### src/plane_pkg.sv
package plane_pkg;

    // ------------------------------------------------------------
    // register map, word offsets taken from HADDR[7:2]
    // ------------------------------------------------------------
    typedef enum logic [5:0] {
        REG_UPDATE   = 6'h00,   // update pulse bit
        REG_CREATE   = 6'h01,   // create pulse bit
        REG_HIT      = 6'h02,   // hit pulse bit
        REG_INIT_X   = 6'h03,
        REG_INIT_Y   = 6'h04,
        REG_INIT_HP  = 6'h05,
        REG_Y_TURN0  = 6'h06,
        REG_Y_TURN1  = 6'h07,
        REG_Y_TURN2  = 6'h08,
        REG_Y_TURN3  = 6'h09,
        REG_X_TURN0  = 6'h0A,   // left limit
        REG_X_TURN1  = 6'h0B,   // right limit
        REG_POS_X    = 6'h0C,   // read only from here up
        REG_POS_Y    = 6'h0D,
        REG_ATTITUDE = 6'h0E,
        REG_LIVE     = 6'h0F
    } reg_addr_e;

    // horizontal motion of the plane
    typedef enum logic [1:0] {
        HEAD_STRAIGHT = 2'd0,
        HEAD_LEFT     = 2'd1,
        HEAD_RIGHT    = 2'd2
    } heading_e;

    // ------------------------------------------------------------
    // structs between the bus block and the plane logic
    // ------------------------------------------------------------
    typedef struct packed {
        logic [7:0] pos_x;
        logic [7:0] pos_y;
        logic [7:0] hp;
        logic [7:0] y_turn0;    // turn right here
        logic [7:0] y_turn1;    // turn left here
        logic [7:0] y_turn2;
        logic [7:0] y_turn3;
        logic [7:0] x_turn0;
        logic [7:0] x_turn1;
    } plane_init_t;

    // level bits as written by the cpu
    typedef struct packed {
        logic update;
        logic create;
        logic hit;
    } plane_ctrl_t;

    typedef struct packed {
        logic [7:0] pos_x;
        logic [7:0] pos_y;
        logic [7:0] attitude;   // {4'b0, heading, frame}
        logic       alive;
    } plane_state_t;

endpackage
### src/ahb_plane_top.sv
`timescale 1ns/1ns

module ahb_plane_top #(
    parameter logic [7:0] SCREEN_H = 8'd160   // bottom row of the screen
) (
    input  logic                    HCLK,
    input  logic                    HRESETn,
    input  logic                    HSEL,
    input  logic [31:0]             HADDR,
    input  logic [1:0]              HTRANS,
    input  logic [2:0]              HSIZE,
    input  logic [3:0]              HPROT,
    input  logic                    HWRITE,
    input  logic [31:0]             HWDATA,
    input  logic                    HREADY,

    output logic                    HREADYOUT,
    output logic [31:0]             HRDATA,
    output logic                    HRESP,
    output plane_pkg::plane_state_t plane_state     // to the drawing unit
);

    import plane_pkg::*;

    plane_init_t init_w;
    plane_ctrl_t ctrl_w;

    // ------------------------------------------------------------
    // bus side
    // ------------------------------------------------------------
    ahb_plane_interface u_ahb_plane_interface (
        .HCLK      (HCLK),
        .HRESETn   (HRESETn),
        .HSEL      (HSEL),
        .HADDR     (HADDR),
        .HTRANS    (HTRANS),
        .HSIZE     (HSIZE),
        .HPROT     (HPROT),
        .HWRITE    (HWRITE),
        .HWDATA    (HWDATA),
        .HREADY    (HREADY),
        .state     (plane_state),
        .HREADYOUT (HREADYOUT),
        .HRDATA    (HRDATA),
        .HRESP     (HRESP),
        .init      (init_w),
        .ctrl      (ctrl_w)
    );

    // ------------------------------------------------------------
    // plane behaviour
    // ------------------------------------------------------------
    enemy_plane_logic #(
        .SCREEN_H (SCREEN_H)
    ) u_enemy_plane_logic (
        .HCLK    (HCLK),
        .HRESETn (HRESETn),
        .init    (init_w),
        .ctrl    (ctrl_w),
        .state   (plane_state)
    );

endmodule

### src/enemy_plane_logic.sv
`timescale 1ns/1ns

module enemy_plane_logic #(
    parameter logic [7:0] SCREEN_H = 8'd160
) (
    input  logic                    HCLK,
    input  logic                    HRESETn,
    input  plane_pkg::plane_init_t  init,
    input  plane_pkg::plane_ctrl_t  ctrl,
    output plane_pkg::plane_state_t state
);

    import plane_pkg::*;

    plane_ctrl_t ctrl_d;        // ctrl bits from the last clock
    logic        create_edge;
    logic        hit_edge;
    logic        update_edge;

    logic [7:0]  pos_x_q;
    logic [7:0]  pos_y_q;
    logic [7:0]  hp_q;
    heading_e    heading_q;
    logic [1:0]  frame_q;       // animation frame
    logic        alive_q;

    logic [7:0]  pos_y_nxt;
    logic [7:0]  pos_x_nxt;
    heading_e    heading_turn;
    heading_e    heading_nxt;

    // rising edges of the level bits
    assign create_edge = ctrl.create & ~ctrl_d.create;
    assign hit_edge    = ctrl.hit    & ~ctrl_d.hit;
    assign update_edge = ctrl.update & ~ctrl_d.update;

    // ------------------------------------------------------------
    // one movement step
    // ------------------------------------------------------------
    always_comb begin
        pos_y_nxt    = pos_y_q + 8'd1;
        heading_turn = heading_q;
        if (pos_y_nxt == init.y_turn0 || pos_y_nxt == init.y_turn2)
            heading_turn = HEAD_RIGHT;
        else if (pos_y_nxt == init.y_turn1 || pos_y_nxt == init.y_turn3)
            heading_turn = HEAD_LEFT;

        pos_x_nxt   = pos_x_q;
        heading_nxt = heading_turn;
        case (heading_turn)
            HEAD_LEFT: begin
                if (pos_x_q == init.x_turn0) begin
                    heading_nxt = HEAD_STRAIGHT;    // already at the left limit
                end else begin
                    pos_x_nxt = pos_x_q - 8'd1;
                    if (pos_x_nxt == init.x_turn0)
                        heading_nxt = HEAD_STRAIGHT;
                end
            end
            HEAD_RIGHT: begin
                if (pos_x_q == init.x_turn1) begin
                    heading_nxt = HEAD_STRAIGHT;
                end else begin
                    pos_x_nxt = pos_x_q + 8'd1;
                    if (pos_x_nxt == init.x_turn1)
                        heading_nxt = HEAD_STRAIGHT;
                end
            end
            default: ;                              // straight down
        endcase
    end

    // ------------------------------------------------------------
    // plane state, create > hit > update
    // ------------------------------------------------------------
    always_ff @(posedge HCLK or negedge HRESETn) begin
        if (!HRESETn) begin
            ctrl_d    <= '0;
            pos_x_q   <= 8'd0;
            pos_y_q   <= 8'd0;
            hp_q      <= 8'd0;
            heading_q <= HEAD_STRAIGHT;
            frame_q   <= 2'd0;
            alive_q   <= 1'b0;
        end else begin
            ctrl_d <= ctrl;
            if (create_edge) begin
                pos_x_q   <= init.pos_x;
                pos_y_q   <= init.pos_y;
                hp_q      <= init.hp;
                heading_q <= HEAD_STRAIGHT;
                frame_q   <= 2'd0;
                alive_q   <= (init.hp != 8'd0);     // no hp, no plane
            end else if (hit_edge && alive_q) begin
                hp_q <= hp_q - 8'd1;
                if (hp_q == 8'd1)
                    alive_q <= 1'b0;                // last hit point gone
            end else if (update_edge && alive_q) begin
                pos_y_q   <= pos_y_nxt;
                pos_x_q   <= pos_x_nxt;
                heading_q <= heading_nxt;
                frame_q   <= frame_q + 2'd1;        // wraps mod 4
                if (pos_y_nxt >= SCREEN_H)
                    alive_q <= 1'b0;                // flew off the bottom
            end
        end
    end

    assign state = '{
        pos_x:    pos_x_q,
        pos_y:    pos_y_q,
        attitude: {4'd0, heading_q, frame_q},
        alive:    alive_q
    };

endmodule

### src/ahb_plane_interface.sv
`timescale 1ns/1ns

module ahb_plane_interface (
    input  logic                   HCLK,
    input  logic                   HRESETn,
    input  logic                   HSEL,
    input  logic [31:0]            HADDR,
    input  logic [1:0]             HTRANS,
    input  logic [2:0]             HSIZE,     // registers are word wide
    input  logic [3:0]             HPROT,
    input  logic                   HWRITE,
    input  logic [31:0]            HWDATA,
    input  logic                   HREADY,
    input  plane_pkg::plane_state_t state,

    output logic                   HREADYOUT,
    output logic [31:0]            HRDATA,
    output logic                   HRESP,
    output plane_pkg::plane_init_t init,
    output plane_pkg::plane_ctrl_t ctrl
);

    import plane_pkg::*;

    logic        accept;
    logic        write_en;
    logic [5:0]  addr_q;    // offset captured in the address phase
    logic        wr_q;      // data phase of a write
    plane_init_t init_q;
    plane_ctrl_t ctrl_q;

    // zero wait states, never an error
    assign HREADYOUT = 1'b1;
    assign HRESP     = 1'b0;

    assign accept   = HSEL & HTRANS[1] & HREADY;
    assign write_en = accept & HWRITE;

    // ------------------------------------------------------------
    // address phase
    // ------------------------------------------------------------
    always_ff @(posedge HCLK or negedge HRESETn) begin
        if (!HRESETn) begin
            addr_q <= 6'd0;
            wr_q   <= 1'b0;
        end else begin
            if (accept)
                addr_q <= HADDR[7:2];   // upper address bits ignored
            wr_q <= write_en;
        end
    end

    // ------------------------------------------------------------
    // data phase, write registers
    // ------------------------------------------------------------
    always_ff @(posedge HCLK or negedge HRESETn) begin
        if (!HRESETn) begin
            init_q <= '0;
            ctrl_q <= '0;
        end else if (wr_q) begin
            case (addr_q)
                REG_UPDATE:  ctrl_q.update  <= HWDATA[0];
                REG_CREATE:  ctrl_q.create  <= HWDATA[0];
                REG_HIT:     ctrl_q.hit     <= HWDATA[0];
                REG_INIT_X:  init_q.pos_x   <= HWDATA[7:0];
                REG_INIT_Y:  init_q.pos_y   <= HWDATA[7:0];
                REG_INIT_HP: init_q.hp      <= HWDATA[7:0];
                REG_Y_TURN0: init_q.y_turn0 <= HWDATA[7:0];
                REG_Y_TURN1: init_q.y_turn1 <= HWDATA[7:0];
                REG_Y_TURN2: init_q.y_turn2 <= HWDATA[7:0];
                REG_Y_TURN3: init_q.y_turn3 <= HWDATA[7:0];
                REG_X_TURN0: init_q.x_turn0 <= HWDATA[7:0];
                REG_X_TURN1: init_q.x_turn1 <= HWDATA[7:0];
                default: ;                  // status offsets are read only
            endcase
        end
    end

    assign init = init_q;
    assign ctrl = ctrl_q;

    // ------------------------------------------------------------
    // read decoder
    // ------------------------------------------------------------
    always_comb begin
        case (addr_q)
            REG_UPDATE:   HRDATA = {31'd0, ctrl_q.update};
            REG_CREATE:   HRDATA = {31'd0, ctrl_q.create};
            REG_HIT:      HRDATA = {31'd0, ctrl_q.hit};
            REG_INIT_X:   HRDATA = {24'd0, init_q.pos_x};
            REG_INIT_Y:   HRDATA = {24'd0, init_q.pos_y};
            REG_INIT_HP:  HRDATA = {24'd0, init_q.hp};
            REG_Y_TURN0:  HRDATA = {24'd0, init_q.y_turn0};
            REG_Y_TURN1:  HRDATA = {24'd0, init_q.y_turn1};
            REG_Y_TURN2:  HRDATA = {24'd0, init_q.y_turn2};
            REG_Y_TURN3:  HRDATA = {24'd0, init_q.y_turn3};
            REG_X_TURN0:  HRDATA = {24'd0, init_q.x_turn0};
            REG_X_TURN1:  HRDATA = {24'd0, init_q.x_turn1};
            REG_POS_X:    HRDATA = {24'd0, state.pos_x};
            REG_POS_Y:    HRDATA = {24'd0, state.pos_y};
            REG_ATTITUDE: HRDATA = {24'd0, state.attitude};
            REG_LIVE:     HRDATA = {31'd0, state.alive};
            default:      HRDATA = 32'd0;   // unmapped
        endcase
    end

endmodule

### config.mk
export PLATFORM = sky130hd
export DESIGN_NAME = ahb_plane_top
export DESIGN_NICKNAME = d
export VERILOG_FILES = /design/src/plane_pkg.sv /design/src/ahb_plane_top.sv /design/src/enemy_plane_logic.sv /design/src/ahb_plane_interface.sv
export SDC_FILE = /design/constraint.sdc
export NUM_CORES = 1
export LEC_CHECK = 0
export BUFFER_PORTS_ARGS = -buffer_cell sky130_fd_sc_hd__buf_2
export CAP_MARGIN = 20
export CORE_MARGIN = 2
export CORE_UTILIZATION = 50
export DETAILED_ROUTE_END_ITERATION = 16
export GPL_ROUTABILITY_DRIVEN = 0
export PLACE_DENSITY = 0.73
export SKIP_CTS_REPAIR_TIMING = 1
export SYNTH_ARGS = -nofsm -noshare
export SYNTH_HDL_FRONTEND = slang
export SYNTH_HIERARCHICAL = 1
export SYNTH_SLANG_ARGS = --single-unit
### constraint.sdc
create_clock -name HCLK -period 5.3 [get_ports HCLK]
set_input_delay 0.53 -clock HCLK [delete_from_list [all_inputs] [get_ports HCLK]]
set_output_delay 0.53 -clock HCLK [all_outputs]
set_load 0.02 [all_outputs]
==> summary.md <==
| Metric | Value |
|---|---|
| Result of the run | completed |
| Number of iterations in the first detailed-routing pass | 7 |
| Final period utilization | around 88% |
| Register clock-pin slew on the reported worst setup and hold paths | about 60 ps |
| Post-detailed-route DRC marker count | 0 |
| Area enclosed by the die boundary | 15,880 sq um |
| RSZ-0062 raised after global routing | false |
| Average size of a mapped cell | roughly 10 sq um |
| Req. time, crit path | 5640 ps |
| Skew-Pair Late Insertion Delay | about 420 ps |
| CTS tree | done |
| Fin Setup TNS | 0 ps |
| Via density per instance | between 6 and 7 |
| Multi-input combinational cell area | 4178 sq um |
| DIE WIDTH | approximately 130 um |
| Root buffer cell | clkbuf_16 |
| Final net count | approximately 830 |
| Peak fanout along the critical path | 14 |
| Post-synthesis instance total | 723 |
| Num rows | 44 |
| R2r worst-path depth | 12 |
| Top_reg_cell synth | dfrtp_1 |
| Non-filler instance count after layout | 945 |
| Total of buffers placed on input and output ports | 48 |
| Sequential cell area in the final layout | ~2900 sq um |
| Number of max-cap violations | 0 |
| Leading cell types by total area after synthesis | dfrtp_1, mux2_2, xor2_1 |
| Detailed Place HPWL | between 10 and 15 mm |
| Total via count after detailed routing | approximately 6,000 |
| Worst setup slack before clock tree synthesis | a little under 800 ps |
| Relative area change from synthesis to final layout | 10.89% |
| Fraction of layout cells with a size suffix above 1 | 24.97% |
| Arrival time of the worst setup path | 4980 ps |
| Via count of the first global-routing pass | about 5,900 |
| Area share of the largest cell type after synthesis | a little under two fifths |
| Library cell occupying the most area in the post-synthesis netlist | dfrtp_1 |
| Number of placed instances, taps included | 913 |
| Total power of the final layout | roughly 3.6 mW |
| Number of warning messages in the yosys log | 6 |
| Total congestion overflow | 0 |
| Type of element launching the critical path | register |
| TritonCTS Buffers | 17 |
| Max IR drop VDD | roughly 0.24 mV |
| Count of fill cells added during filler insertion | roughly 1,200 |
| Commonest non-fill, non-tap cell in the layout | dfrtp_1 |
| Maximum operating frequency | roughly 220 MHz |
| Clock sink count | between 100 and 150 |
| Largest net degree at the start of global routing | 67 |
| Type of the worst setup path | register to register |
| Pins over their slew limit | 0 |
| Vertical die dimension | between 100 and 150 um |
| Hold Crit Class | input pin to async pin |
| Antenna Nets Post-Route | 0 |
| Post-synth EDFFs | 0 |
| I/O pins | ~140 |
| GR Util All Layers | between 20% and 30% |
| First-pass GRT wire length | about 34 mm |
| Transition at the pin with the smallest max-transition slack | ~1000 ps |
| Final count of negative-setup-slack endpoints | 0 |
| Final wirelength | around 21 mm |
| Clock Skew | 7.325 ps |
| Max clock buf depth | 2 |
| Static Leakage | about 3.5 nW |
| Syn Std Cell Area | approximately 7400 sq um |
| Least setup slack across all paths after layout | 655.1 ps |
| Number of distinct standard cells referenced by the synthesized netlist | 76 |
| Sequential area share after synthesis | 38.33% |
| Commonest non-fill, non-tap cells in the layout | dfrtp_1, mux2_2, buf_2, xor2_1, nor2_1 |
| Antenna Diode Count | 0 |
| Count of endpoints failing hold in the final timing report | 0 |
| Share of the core filled with cells in the final layout | a little under three fifths |
| Initial core utilization | between 50% and 60% |
| Register bit total from synthesis | 114 |
| Headroom to the max-slew limit | a little under a third |
| CTS H-Tree Depth | 4 |
| Async set-or-reset flop fraction in the synthesized netlist | between 90% and 100% |
| Crit path time final | around 4600 ps |
| Number of antenna violations at the first check in global routing | 0 |
| Floorplan Core Area | between 10,000 and 15,000 sq um |
| Power per unit of standard cell area | 440.0 nW/um^2 |
| Drt initial violations | between 700 and 800 |
| Wire per inst | around 23 um |
| Kind of capture point of the worst setup path | register |
[cell type report]
type                       count  area share (%)
sequential                   114           34.56
inverter                      15          0.6821
clock inverter                14           2.577
clock buffer                  18           5.199
multi-input combinational    546           50.61
timing repair buffer          54           3.577
tap                          184           2.789
[cell families after synthesis]
family	after synthesis	share of synthesized area, %
DFF	114	38.33
and+or+nand+nor	203	16.02
AOI/OAI and AO/OA	120	11.18
xor gates and xnor gates	78	9.363
other	3	0.1513
adders and majority gates	7	1.177
buffers and inverters	90	6.942
muxes	108	16.84
[where the power goes]
group / switching [mW] / total (mW) / internal (mW)
registers: 0.286 / 1.28 / 0.991
logic: 0.652 / 1.11 / 0.458
clock network: 0.414 / 1.24 / 0.831
[cells in the mapped netlist (3+ instances only)]
cell type	n
a211o_1	3
a21oi_1	15
a221oi_1	5
a22oi_1	5
a311oi_1	3
a31oi_1	16
a32o_1	4
a32oi_1	3
and2_1	4
and3_1	6
and4_1	3
buf_2	20
buf_4	31
buf_6	5
clkbuf_1	18
conb_1	3
dfrtp_1	114
ha_1	7
inv_1	15
mux2_2	76
mux2_4	8
mux2i_1	21
mux4_2	3
nand2_1	38
nand2b_1	3
nand3_1	22
nand3_2	5
nand3b_1	4
nand4_1	10
nor2_1	39
nor2b_1	8
nor3_1	15
nor3b_1	3
nor4_1	6
o2111ai_1	3
o211ai_1	4
o21ai_0	30
o311a_1	3
o311ai_0	4
or3_1	12
or4_1	4
xnor2_1	35
xor2_1	42
[routing by layer]
metal	track usage, %	routed length, um	up-vias
met3	8.496	2294	73
met5	0	0	-
met1	36.55	8619	2929
met4	11.25	830	0
li1	-	-	2637
met2	41.59	9535	393
[path summary, 6_finish.rpt]
kind | startpoint | endpoint | slack (ps)
max in group asynchronous | HRESETn | u_ahb_plane_interface/init[66] | 3920
hold / removal | HRESETn | u_enemy_plane_logic/pos_y_q[5] | 220
min in group HCLK | HWRITE | u_ahb_plane_interface/wr_q | 320
hold reg to reg | u_ahb_plane_interface/ctrl[2] | u_enemy_plane_logic/ctrl_d[2] | 430
setup reg to reg | u_enemy_plane_logic/pos_y_q[1] | u_enemy_plane_logic/pos_x_q[3] | 660
setup / recovery | u_enemy_plane_logic/pos_y_q[1] | u_enemy_plane_logic/pos_x_q[3] | 660
[flip-flops by register name, indices dropped and copies added (netlist names)]
| name | cells |
|---|---|
| u_ahb_plane_interface/wr_q | 1 |
| u_ahb_plane_interface/addr_q | 6 |
| u_enemy_plane_logic/alive_q | 1 |
| u_enemy_plane_logic/heading_q | 2 |
| u_enemy_plane_logic/pos_y_q | 8 |
| u_enemy_plane_logic/hp_q | 8 |
| u_enemy_plane_logic/frame_q | 2 |
| u_enemy_plane_logic/pos_x_q | 8 |
| u_enemy_plane_logic/ctrl_d | 3 |
| u_ahb_plane_interface/init | 72 |
| u_ahb_plane_interface/ctrl | 3 |
[worst max-delay path: stages (launching register included)]
cell and delay [ps]:
dfrtp_1 510, ha_1 340, xor2_1 460, xor2_1 160, a211o_1 300, a2111oi_0 540, a31o_2 230, a31o_2 170
ha_1 490, mux2_2 240, o211ai_1 400, or3_1 550, a31oi_1 170
[through the flow]
stage / area, sq um / hold slack [ps]
5_1_grt: 8254 / 274.6
3_3_place_gp: 7597 / 404.9
6_report: 8254 / 219.9
2_1_floorplan: 7545 / 234.4
4_1_cts: 8254 / 239.4
3_5_place_dp: 7612 / 411.4
Power figures use the tool's default switching activity.
